`src/rv_backend_pkg.sv`:
```
package rv_backend_pkg;

	// widths fixed by the ISA
	typedef logic [63:0] xlen_t;
	typedef logic [63:0] pc_t;
	typedef logic [4:0]  reg_addr_t;
	typedef logic [7:0]  byte_mask_t;   // one bit per byte of a doubleword
	typedef logic [63:0] mem_addr_t;    // bits 10..3 index, 2..0 pick the lane

	// operation kind from execute
	typedef logic [1:0] op_kind_t;
	localparam op_kind_t KIND_ALU   = 2'd0;   // write alu result to rd
	localparam op_kind_t KIND_LOAD  = 2'd1;   // read memory, write rd
	localparam op_kind_t KIND_STORE = 2'd2;   // write memory only

	// access size, log2 of the byte count
	typedef logic [1:0] acc_size_t;
	localparam acc_size_t SIZE_B = 2'd0;
	localparam acc_size_t SIZE_H = 2'd1;
	localparam acc_size_t SIZE_W = 2'd2;
	localparam acc_size_t SIZE_D = 2'd3;

	// data memory geometry
	localparam int MEM_DEPTH   = 256;   // doublewords
	localparam int MEM_AW      = $clog2(MEM_DEPTH);
	localparam int MAX_MEM_LAT = 4;     // cycles from request to response
	localparam int LAT_W       = $clog2(MAX_MEM_LAT);

	// retire pc seen right after reset
	localparam pc_t RESET_PC = 64'h8000_0000;

endpackage

```
`src/mem_wb_if.sv`:
```
`timescale 1ns/1ps

// completed op travelling from mem stage to writeback
interface mem_wb_if;
	logic                      valid;
	rv_backend_pkg::op_kind_t  kind;
	rv_backend_pkg::acc_size_t size;
	logic                      is_unsigned;
	rv_backend_pkg::reg_addr_t rd;
	rv_backend_pkg::xlen_t     alu_res;     // also the access address
	rv_backend_pkg::xlen_t     load_data;   // raw doubleword, not yet extended
	rv_backend_pkg::pc_t       pc;
	logic                      ebreak;

	modport mem_src (
		output valid, kind, size, is_unsigned, rd, alu_res, load_data, pc, ebreak
	);

	modport wb_dst (
		input valid, kind, size, is_unsigned, rd, alu_res, load_data, pc, ebreak
	);
endinterface

```
`src/wb_stage.sv`:
```
`timescale 1ns/1ps

module wb_stage (
	mem_wb_if.wb_dst                  wb,
	output logic                      rf_wen_o,
	output rv_backend_pkg::reg_addr_t rf_waddr_o,
	output rv_backend_pkg::xlen_t     rf_wdata_o,
	output logic                      retire_valid_o,
	output rv_backend_pkg::pc_t       retire_pc_o,
	output logic                      retire_ebreak_o
);

	rv_backend_pkg::xlen_t lane;
	rv_backend_pkg::xlen_t load_ext;

	// bring the addressed bytes down to bit 0
	assign lane = wb.load_data >> {wb.alu_res[2:0], 3'b000};

	always_comb begin
		case (wb.size)
			rv_backend_pkg::SIZE_B: load_ext = wb.is_unsigned ? {56'd0, lane[7:0]}
			                                                  : {{56{lane[7]}}, lane[7:0]};
			rv_backend_pkg::SIZE_H: load_ext = wb.is_unsigned ? {48'd0, lane[15:0]}
			                                                  : {{48{lane[15]}}, lane[15:0]};
			rv_backend_pkg::SIZE_W: load_ext = wb.is_unsigned ? {32'd0, lane[31:0]}
			                                                  : {{32{lane[31]}}, lane[31:0]};
			default:                load_ext = lane;   // doubleword, nothing to extend
		endcase
	end

	assign rf_wen_o   = wb.valid && (wb.kind != rv_backend_pkg::KIND_STORE);
	assign rf_waddr_o = wb.rd;
	assign rf_wdata_o = (wb.kind == rv_backend_pkg::KIND_LOAD) ? load_ext : wb.alu_res;

	// every valid op retires here, stores included
	assign retire_valid_o  = wb.valid;
	assign retire_pc_o     = wb.pc;
	assign retire_ebreak_o = wb.ebreak;

endmodule

```
`src/flat_wrapper.sv`:
```
// flat-port wrapper written by rule: the top's interface ports become plain ports
module wb_stage_flat 
  (rf_wen_o, rf_waddr_o, rf_wdata_o, retire_valid_o, retire_pc_o, retire_ebreak_o, wb_valid, wb_kind, wb_size, wb_is_unsigned, wb_rd, wb_alu_res, wb_load_data, wb_pc, wb_ebreak);
  mem_wb_if wb_i ();
  output logic rf_wen_o;
  output rv_backend_pkg::reg_addr_t rf_waddr_o;
  output rv_backend_pkg::xlen_t rf_wdata_o;
  output logic retire_valid_o;
  output rv_backend_pkg::pc_t retire_pc_o;
  output logic retire_ebreak_o;
  input wire logic [$bits(wb_i.valid)-1:0] wb_valid;
  input wire logic [$bits(wb_i.kind)-1:0] wb_kind;
  input wire logic [$bits(wb_i.size)-1:0] wb_size;
  input wire logic [$bits(wb_i.is_unsigned)-1:0] wb_is_unsigned;
  input wire logic [$bits(wb_i.rd)-1:0] wb_rd;
  input wire logic [$bits(wb_i.alu_res)-1:0] wb_alu_res;
  input wire logic [$bits(wb_i.load_data)-1:0] wb_load_data;
  input wire logic [$bits(wb_i.pc)-1:0] wb_pc;
  input wire logic [$bits(wb_i.ebreak)-1:0] wb_ebreak;
  assign wb_i.valid = wb_valid;
  assign wb_i.kind = wb_kind;
  assign wb_i.size = wb_size;
  assign wb_i.is_unsigned = wb_is_unsigned;
  assign wb_i.rd = wb_rd;
  assign wb_i.alu_res = wb_alu_res;
  assign wb_i.load_data = wb_load_data;
  assign wb_i.pc = wb_pc;
  assign wb_i.ebreak = wb_ebreak;
  wb_stage u_core (.wb(wb_i), .rf_wen_o(rf_wen_o), .rf_waddr_o(rf_waddr_o), .rf_wdata_o(rf_wdata_o), .retire_valid_o(retire_valid_o), .retire_pc_o(retire_pc_o), .retire_ebreak_o(retire_ebreak_o));
endmodule
```
`config.mk`:
```
export PLATFORM = sky130hd
export DESIGN_NAME = wb_stage_flat
export DESIGN_NICKNAME = d
export VERILOG_FILES = /design/src/rv_backend_pkg.sv /design/src/mem_wb_if.sv /design/src/wb_stage.sv /design/src/flat_wrapper.sv
export SDC_FILE = /design/constraint.sdc
export NUM_CORES = 1
export LEC_CHECK = 0
export BUFFER_PORTS_ARGS = -buffer_cell sky130_fd_sc_hd__buf_2
export CORE_AREA = 2 2 131 133
export DETAILED_ROUTE_END_ITERATION = 8
export DIE_AREA = 0 0 133 135
export PLACE_DENSITY = 0.5
export SYNTH_ARGS = -nofsm -noshare
export SYNTH_HDL_FRONTEND = slang
export SYNTH_SLANG_ARGS = --single-unit
```
`constraint.sdc`:
```
create_clock -name vclk -period 5.3
set_input_delay 1.59 -clock vclk [all_inputs]
set_output_delay 1.59 -clock vclk [all_outputs]
set_load 0.02 [all_outputs]
```
==> run summary, run 1 <==
The ratio of total power to cell area came out at 107.8 nW/um2. The global-route wire length before repair is 23490 um. In this run, placement finished with an instance count of 781. Sequential cells burn 0% of the power. The final critical path time including I/O delays and setup came out at 5075 ps. The synthesized area per cell is 6.972 um2. The flow ran to the end, and the final reports show no timing, DRC or antenna violations. During synthesis, Yosys emitted a total of 0 warnings. The number of distinct library cell variants in the gate-level netlist after synthesis is 37.

Setup violations remaining at the end of the flow were counted as 0. The overall track demand over capacity in global routing is 17.07%. The clock buffer count in the final layout is 0. The detailed-router iteration count before antenna repair is 4. The leakage power total came out at 1.807 nW. STA classifies the critical path endpoint as an output pin.

The count of antenna-violating nets left after detailed routing is 0. For this design the total switching power over the nets is 245.1 uW. The standard-cell row count came out at 47.

The number of max-cap violations is 0. The layout overhead on the synthesized area is 24.43%. Summing over every cut layer, the via total after detailed routing is 3761. The pin slew with the least headroom to its limit came out at 678.6 ps. The complex-gate fraction of the synthesized area is 29.37%.

Cell internal power was estimated by the tool at 176.8 uW. The library cells used most frequently in the layout, excluding fill and tap cells, are sky130_fd_sc_hd__buf_2, sky130_fd_sc_hd__nor2_1, sky130_fd_sc_hd__a21oi_1, sky130_fd_sc_hd__nand2_1, sky130_fd_sc_hd__mux2i_1. The total DRC errors in the routed layout is 0.

The initial antenna violation count came out at 0. The final routed wire length divided by cell count is 20.75 um. The period utilization came out at 95.76%.

The worst slew margin relative to its limit came out at 54.67%. The cts-stage hold buffer count is 0. The initial core utilization is 19.16%. The number of setup buffers added after CTS is 0. The mux share of post-synthesis cell area came out at 28.01%.

Setup repair after global routing left no endpoint under its margin. The sequential element share of the synthesized area came out at 0%. The worst-path maximum fanout is 46. The adder-cell share of the synthesized area is 0%. The share of post-route cells with drive strength above 1 is 46.88%. Dividing the detail-routed via count by the number of cells gives 4.816. The congestion estimate from routability-driven global placement came to 0.8530.

The number of sequential cells in the layout came out at 0. Timing would allow up to 0.1970 GHz. The total count of hold-check failures in the final report is 0. Entering global routing, the biggest net connects 47 pins. The worst hold path belongs to the class primary input to output pin.

After global routing the overflow that remains totals 0. The library cell used most frequently in the layout, excluding fill and tap cells, is sky130_fd_sc_hd__buf_2. The synthesized design devotes to its leading area cell type 18.38% of total area. The number of ports placed on the die boundary came out at 340. The chip height is 135 um.

The net count of the mapped netlist came out at 655. Post-CTS repair changed the size of 0 cells. The worst setup path is launched from a primary input.

The synthesized instance count is 451. The maximum VDD drop came out at 0.03171 mV. The area of the placeable core came out at 16410 um2. The horizontal die dimension came out at 133 um. The area share of xor/xnor cells in the synthesized design is 0%. The detailed router finished its first iteration with 159 violations. The worst setup path is of the primary input to output pin kind. For this run, the post-layout net count is 767. Data on the critical path arrives at its endpoint at 3490 ps. The number of slew-limit violations in the final report was 0.

The number of input and output port buffers inserted came out at 200. The via count of the first global-routing pass is 3688. The final standard cell count with taps included and fillers excluded came out at 781.

By area the synthesized netlist is led by sky130_fd_sc_hd__buf_4, sky130_fd_sc_hd__mux4_2, sky130_fd_sc_hd__nor2_1. The post-synthesis cell type with the largest combined area is sky130_fd_sc_hd__buf_4. The synthesized-area fraction occupied by and/or/nand/nor cells is 19.50%. The combinational power share came out at 100.0%. The switching share of total power came out at 58.09%. The placed wire-length estimate after detailed placement is 13530 um. The post-synth design cell area is 3144 um2. The required time reported for the critical path endpoint is 3710 ps. The repair_antennas step left the layout with diodes totalling 0. The full die area is 17960 um2. After synthesis, the largest family of logic cells by area is compound AO/OA/AOI/OAI gates. The share of total power in the clock network came out at 0%. Registers take 0 um2.

The final sum of negative setup slack came out at 0 ps. The post-detailed-routing wire length came out at 16210 um.
Yosys cell counts (all sizes together) (10+ instances only):
master / number
a211oi: 14
a21oi: 49
a31oi: 13
buf: 90
clkbuf: 21
mux2: 18
mux2i: 22
mux4: 20
nand2: 28
nor2: 78
nor2b: 10
o211ai: 20
o22a: 16
worst paths after layout:
check,endpoint,cells past startpoint,start
max,rf_wdata_o[12],8,wb_alu_res[0]
min,retire_pc_o[13],0,wb_pc[13]
logic make-up after synthesis:
family,after synthesis
buffers and inverters,114
multiplexers,60
AO/OA/AOI/OAI,138
AND/OR/NAND/NOR,139
metrics by stage:
stage                     setup slack [ps]  area, um2  utilization [%]  power, mW  hold slack (ps)
final                                224.8       3913            23.85     0.4220             3180
after CTS                            230.6       3913            23.85     0.4278             3180
after floorplan                      364.0       3144                -     0.3297             3293
after global placement               250.3       3913            23.85     0.4255             3180
after detailed placement             229.0       3913            23.85     0.4262             3180
after global routing                 98.76       3913            23.85     0.4583             3180
power groups by stage:
| stage | logic [mW] | clock network (mW) | registers (mW) |
|---|---|---|---|
| finish | 0.422 | 0 | 0 |
| global route | 0.458 | 0 | 0 |
| global placement | 0.426 | 0 | 0 |
| CTS | 0.428 | 0 | 0 |
| detailed placement | 0.426 | 0 | 0 |
| floorplan | 0.330 | 0 | 0 |
worst max-delay path, stage by stage:
cell and delay [ps]:
sky130_fd_sc_hd__buf_4 170, sky130_fd_sc_hd__buf_12 200, sky130_fd_sc_hd__nor2b_1 570, sky130_fd_sc_hd__a2bb2oi_1 240, sky130_fd_sc_hd__nor2_1 130, sky130_fd_sc_hd__o22a_1 260
sky130_fd_sc_hd__o22a_1 150, sky130_fd_sc_hd__buf_2 150
routing by layer:
layer | share of wire (%) | track usage (%) | vias to the layer above
met5 | 0 | 0 | -
met4 | 4.0 | 5.795 | 0
met3 | 7.2 | 2.853 | 50
met2 | 50 | 31.12 | 168
met1 | 39 | 20.29 | 1739
li1 | - | - | 1804
layout make-up:
cell class | count | area (um2)
inverter | 3 | 11.26
timing repair buffer | 221 | 1199
fill | 1860 | 12490
multi-input combinational | 337 | 2427
tap | 220 | 275.3
Power figures use the tool's default switching activity.
==> run 2: changes to the inputs <==
--- a/config.mk
+++ b/config.mk
@@ -9,7 +9,8 @@
 export CORE_AREA = 2 2 131 133
 export DETAILED_ROUTE_END_ITERATION = 8
 export DIE_AREA = 0 0 133 135
-export PLACE_DENSITY = 0.5
+export PLACE_DENSITY_LB_ADDON = 0.1
+export REMOVE_ABC_BUFFERS = 1
 export SYNTH_ARGS = -nofsm -noshare
 export SYNTH_HDL_FRONTEND = slang
 export SYNTH_SLANG_ARGS = --single-unit
==> run 2 against run 1 <==
Sequential share of layout area did not move. Power fell by 0.70%. Largest power group unchanged. Worst hold slack barely moved. Via count rose by 3.5%. Critical path depth did not move. Non-clock buffer count rose by 6. Routed wire length rose by 40%. Critical path type unchanged.
==> run summary, run 2 (same netlist as run 1, synthesis figures left out) <==
The required time reported for the critical path endpoint is 3710 ps (about the same). The final critical path time including I/O delays and setup is 5103 ps (+27.43 ps). The number of nets in the layout came out at 773 (+0.78%).

The initial core utilization is 19.16% (unchanged). The number of setup buffers added after CTS is 0 (unchanged). The initial antenna violation count is 1 (+1). The total DRC errors in the routed layout came out at 0 (unchanged).

The number of max-cap violations came out at 0 (unchanged). The pin slew with the least headroom to its limit is 876.1 ps (+197.5 ps). The via count is 3891 (+3.5%). The data arrival time of the critical path came out at 3510 ps (+20 ps). The weighted congestion at the end of routability-driven global placement is 0.8785 (+3.0%). From synthesis to final layout, the design area changed by 25.71%.

The cell depth of the worst hold path came out at 0 (unchanged). The global-route wire length before repair is 30910 um (+32%). The maximum VDD drop came out at 0.03700 mV (+17%). The post-layout utilization of the core came to 24.09% (+0.24 points).

The leakage power total is 1.831 nW (+1.3%). The area of the placeable core came out at 16410 um2 (unchanged). The path with the worst hold slack has its endpoint at retire_pc_o[19].

The number of failing setup endpoints in the final timing report is 0 (unchanged). The final sum of negative setup slack came out at 0 ps (unchanged). The total count of hold-check failures in the final report came out at 0 (unchanged). The detailed-router iteration count before antenna repair came to 6 (+2). The number of input and output port buffers inserted is 200 (unchanged). The worst setup path is launched from a primary input.

The post-detailed-route via-to-cell ratio came out at 4.938 (+2.5%). The met3 layer wire length in the routed design is 4759 um (+310%). The chip height is 135 um (unchanged). The final routed wire length divided by cell count came to 28.81 um (+39%). The ratio of total power to cell area is 106.0 nW/um2 (-1.7%).

The total area of multi-input combinational cells is 2432 um2 (+0.21%). The worst-path maximum fanout is 9 (-80%). The met1 wire length is 7145 um (+12%). In the layout the commonest cells are sky130_fd_sc_hd__buf_2, sky130_fd_sc_hd__nor2_1, sky130_fd_sc_hd__a21oi_1, sky130_fd_sc_hd__nand2_1, sky130_fd_sc_hd__buf_4. Tracing the worst setup path back leads to its startpoint at wb_alu_res[0]. The cts-stage hold buffer count came out at 0 (unchanged). In this run the most critical hold path is launched from wb_pc[19]. The overall track demand over capacity in global routing is 24.14% (+7.1 points). The library cell used most frequently in the layout, excluding fill and tap cells, is sky130_fd_sc_hd__buf_2. The post-detailed-routing wire length came out at 22700 um (+40%). The post-cts sizing count came out at 0 (unchanged). The sum of overflow across all layers after global routing is 0 (unchanged). The horizontal die dimension came out at 133 um (unchanged). The standard-cell row count was 47 (unchanged).

After detailed routing, no signal wire sits above met5. The worst setup path is captured at an output pin. The count of antenna-violating nets left after detailed routing is 0 (unchanged). The fill cell instance count of the final layout was 1932 (+3.9%).

The worst slew margin relative to its limit is 41.47% (-13 points). The via count of the first global-routing pass came out at 4010 (+8.7%). Setup repair after global routing left no endpoint under its margin. The worst hold path belongs to the class primary input to output pin. The placed wire-length estimate after detailed placement is 19360 um (+43%). The number of ports placed on the die boundary is 340 (unchanged).

The full die area was 17960 um2 (unchanged). The sequential cell area came to 0 um2 (unchanged). The startpoint-to-endpoint class of the critical path is primary input to output pin. The period utilization was 96.28% (+0.52 points). The first-iteration detailed-routing DRC count came to 191 (+20%). The achievable frequency came out at 0.1960 GHz (-0.54%). The pin count of the biggest net entering global routing came out at 45 (-4.3%).

The number of slew-limit violations in the final report came to 0 (unchanged). The share of post-route cells with drive strength above 1 was 47.62% (+0.74 points). The number of sequential cells in the layout is 0 (unchanged). The flow ran to the end, and the final reports show no timing, DRC or antenna violations.

The clock buffer count in the final layout came out at 0 (unchanged). The detailed route wirelength on metal2 is 10340 um (+29%).
-- run 2: worst max-delay path by stage --
stage | end | depth (start not counted)
floorplan | rf_wdata_o[30] | 4
global placement | rf_wdata_o[21] | 8
detailed placement | rf_wdata_o[11] | 8
CTS | rf_wdata_o[11] | 8
global route | rf_wdata_o[33] | 9
finish | rf_wdata_o[21] | 8
-- run 2: final cells by class --
type	instances	share of cell area (%)
antenna	1	0.06331
multi-input combinational	337	61.54
inverter	3	0.2849
tap	220	6.964
timing repair buffer	227	31.15
-- run 2: per-layer routing --
layer,global-route usage [%],up-vias
met1,21.73,1765
met4,2.389,4
met3,23.16,17
li1,-,1827
met2,40.10,278
met5,7.778,-
-- run 2: critical path, cell delays in order --
cell	delay (ps)
sky130_fd_sc_hd__buf_4	180
sky130_fd_sc_hd__mux2_4	330
sky130_fd_sc_hd__mux4_2	490
sky130_fd_sc_hd__and3_4	210
sky130_fd_sc_hd__o21ai_2	170
sky130_fd_sc_hd__buf_4	220
sky130_fd_sc_hd__o211ai_1	120
sky130_fd_sc_hd__buf_2	180
-- run 2: metrics by stage --
step	std cells	hold WS (ps)	instance area, um2	total power [mW]	worst slack, ps
final	788	3180	3953	0.4190	197.3
after detailed placement	787	3180	3950	0.4222	179.0
after floorplan	340	3180	2429	0.2259	-1170
after CTS	787	3180	3950	0.4239	168.1
after global routing	787	3180	3950	0.4551	80.26
after global placement	787	3180	3950	0.4213	203.5
-- run 2: power breakdown --
group	internal [mW]	total (mW)	switching, mW	leakage, nW
registers	0	0	0	0
logic	0.178	0.419	0.241	1.83
clock network	0.0000000252	0.0000000252	0	0.00000634
total	0.178	0.419	0.241	1.83
==> run 3: changes to the inputs <==
--- a/config.mk
+++ b/config.mk
@@ -5,6 +5,8 @@
 export SDC_FILE = /design/constraint.sdc
 export NUM_CORES = 1
 export LEC_CHECK = 0
+export ABC_AREA = 1
+export ABC_CLOCK_PERIOD_IN_PS = 5300
 export BUFFER_PORTS_ARGS = -buffer_cell sky130_fd_sc_hd__buf_2
 export CORE_AREA = 2 2 131 133
 export DETAILED_ROUTE_END_ITERATION = 8
==> run 3 against run 2 <==
Die area unchanged. Non-clock buffer count increased by 1. Via count increased by 37%. Highest routed layer unchanged. First-iteration DRC count increased by 60%. Routed wire length increased by 3.7%. Area after synthesis increased by 20%. Sequential cell count unchanged. Largest cell class unchanged. Power increased by 6.8%. Sequential share of layout area unchanged. Count of clock-buffer cells in the layout unchanged. Worst hold slack unchanged.
==> run summary, run 3 <==
The smallest hold slack was 3180 ps (unchanged). The post-detailed-routing wire length is 23530 um (+3.7%). The startpoint-to-endpoint class of the critical path is primary input to output pin. The number of input and output port buffers inserted is 200 (unchanged). The achievable frequency came out at 0.2024 GHz (+3.3%). The share of post-route cells with drive strength above 1 came out at 31.78% (-16 points). The overall power after layout was 447.4 uW (+6.8%). The synthesized design spends more area on one cell type than any other, namely sky130_fd_sc_hd__nand2_1. The chip height was 135 um (unchanged). The ratio of total power to cell area came out at 99.91 nW/um2 (-5.8%). By area the synthesized netlist is led by sky130_fd_sc_hd__nand2_1, sky130_fd_sc_hd__buf_4, sky130_fd_sc_hd__nand3_1. The first-iteration detailed-routing DRC count is 305 (+60%).

The clock buffer count in the final layout came out at 0 (unchanged). The sum of overflow across all layers after global routing came out at 0 (unchanged). The placed wire-length estimate after detailed placement came out at 19370 um (about the same). The via count is 5346 (+37%). The warning count from the yosys run is 0 (unchanged). The sequential element share of the synthesized area is 0% (unchanged). The cts-stage hold buffer count was 0 (unchanged).

The number of max-cap violations came to 0 (unchanged). The cell depth of the worst hold path came out at 0 (unchanged). The standard-cell row count was 47 (unchanged). The number of sequential cells in the layout came out at 0 (unchanged). Leaving out fill and tap cells, the most frequent cell in the layout is sky130_fd_sc_hd__nand2_1.

The period utilization is 93.20% (-3.1 points). The overall track demand over capacity in global routing came out at 25.02% (+0.89 points). The area of the placeable core came out at 16410 um2 (unchanged). The total DRC errors in the routed layout came to 0 (unchanged). The endpoint type of the worst setup path is an output pin. The horizontal die dimension came to 133 um (unchanged). The maximum VDD drop is 0.03268 mV (-12%). In the layout the commonest cells are sky130_fd_sc_hd__nand2_1, sky130_fd_sc_hd__buf_2, sky130_fd_sc_hd__nand3_1, sky130_fd_sc_hd__inv_1, sky130_fd_sc_hd__nor2_1. The via count of the first global-routing pass is 5040 (+26%). The weighted congestion at the end of routability-driven global placement came out at 0.9195 (+4.7%). The data arrival time of the critical path came out at 3350 ps (-160 ps). The worst hold path terminates at retire_pc_o[11]. Compared with the post-synthesis result, the final layout area differs by 18.55%. The number of slew-limit violations in the final report came out at 0 (unchanged). The leakage power total is 2.675 nW (+46%). The startpoint identified for the worst hold timing path is wb_pc[11]. The antenna diode count is 0 (-1). The post-synth design cell area came out at 3777 um2 (+20%).

The final routed wire length divided by cell count was 21.43 um (-26%). The type of the tightest min-delay check is primary input to output pin. The detailed-router iteration count before antenna repair is 5 (-1). The global-route wire length before repair came out at 33640 um (+8.8%). The sequential cell area came out at 0 um2 (unchanged). The number of ports placed on the die boundary is 340 (unchanged). The final critical path time including I/O delays and setup came out at 4940 ps (-162.8 ps).

The number of failing setup endpoints in the final timing report came out at 0 (unchanged). The pin slew with the least headroom to its limit came out at 498.4 ps (-377.7 ps). The full die area is 17960 um2 (unchanged). The initial antenna violation count was 0 (-1). In the synthesized netlist, the cells that appear most often are sky130_fd_sc_hd__nand2_1, sky130_fd_sc_hd__nand3_1, sky130_fd_sc_hd__buf_4.

The number of distinct library cell variants in the gate-level netlist after synthesis came out at 30 (-19%). The run finished with clean final reports. The post-detailed-route via-to-cell ratio was 4.869 (-1.4%). The share of the synthesized area in the top cell type is 24.45% (+6.1 points). The synthesized instance count is 776 (+72%). The number of nets in the layout is 1084 (+40%).

Setup repair after global routing left no endpoint under its margin. In the post-synthesis netlist, the cell with the most instances is sky130_fd_sc_hd__nand2_1. The worst-path maximum fanout is 26 (+17).

The worst slew margin relative to its limit came out at 66.77% (+25 points). The total count of hold-check failures in the final report is 0 (unchanged). The required time reported for the critical path endpoint came out at 3710 ps (about the same).

The number of setup buffers added after CTS is 0 (unchanged). The post-cts sizing count was 0 (unchanged). The synthesized area per cell came out at 4.868 um2 (-30%).

The initial core utilization is 23.02% (+3.9 points). The type of origin of the critical path is a primary input. The pin count of the biggest net entering global routing is 57 (+27%). The count of antenna-violating nets left after detailed routing came out at 0 (unchanged).
==> run 3: cell types whose count changed after synthesis, sizes merged, moves of 26 or more <==
cell / change
o21ai: +36
inv: +75
nand4: +29
nand3: +97
nor2: -26
nand2: +221
or2: +37
==> run 3: worst max path at each step <==
| stage | start | to | slack, ps | depth (start not counted) |
|---|---|---|---|---|
| CTS | wb_alu_res[0] | rf_wdata_o[48] | 370 | 13 |
| finish | wb_alu_res[0] | rf_wdata_o[48] | 360 | 13 |
| global placement | wb_alu_res[0] | rf_wdata_o[48] | 360 | 13 |
| global route | wb_alu_res[0] | rf_wdata_o[48] | 200 | 13 |
| detailed placement | wb_alu_res[0] | rf_wdata_o[48] | 370 | 13 |
| floorplan | wb_kind[1] | rf_wdata_o[48] | -5 | 8 |
==> run 3: cell type report <==
cell class                 count  area [um2]
fill                        1992       11930
inverter                      80       300.3
multi-input combinational    570        2654
tap                          220       275.3
timing repair buffer         228        1249
==> run 3: logic make-up after synthesis <==
logic type / synth area share, %
AO/OA/AOI/OAI: 14.04
buffers and inverters: 29.74
AND/OR/NAND/NOR: 56.21
==> run 3: power breakdown <==
group | switching [mW] | internal, mW
combinational | 0.282 | 0.166
sequential | 0 | 0
clock | 0 | 0
total | 0.282 | 0.166
==> run 3: critical path: stages <==
cell	delay (ps)
sky130_fd_sc_hd__buf_2	180
sky130_fd_sc_hd__inv_2	130
sky130_fd_sc_hd__buf_4	200
sky130_fd_sc_hd__nand2_1	80
sky130_fd_sc_hd__nand3_1	90
sky130_fd_sc_hd__nand2_1	70
sky130_fd_sc_hd__nand2_1	90
sky130_fd_sc_hd__nand3_4	130
sky130_fd_sc_hd__buf_4	300
sky130_fd_sc_hd__nand4_1	200
sky130_fd_sc_hd__nand2_1	100
sky130_fd_sc_hd__inv_1	40
sky130_fd_sc_hd__buf_2	150
==> run 3: layer usage <==
metal | up-vias | GRT usage [%] | share of wire [%]
li1 | 2617 | - | -
met1 | 2362 | 27.01 | 36
met2 | 345 | 40.90 | 44
met3 | 18 | 17.61 | 18
met4 | 4 | 2.449 | 1.1
met5 | - | 7.222 | 0.68
==> run 3: per-stage QoR <==
stage	instance area [um2]	util [%]	instances	TNS [ps]	setup slack, ps
after floorplan	2954	-	650	-40.04	-5.006
after global placement	4478	27.29	1098	0	364.5
after detailed placement	4478	27.29	1098	0	373.5
after CTS	4478	27.29	1098	0	365.6
after global routing	4478	27.29	1098	0	204.4
final	4478	27.29	1098	0	360.2
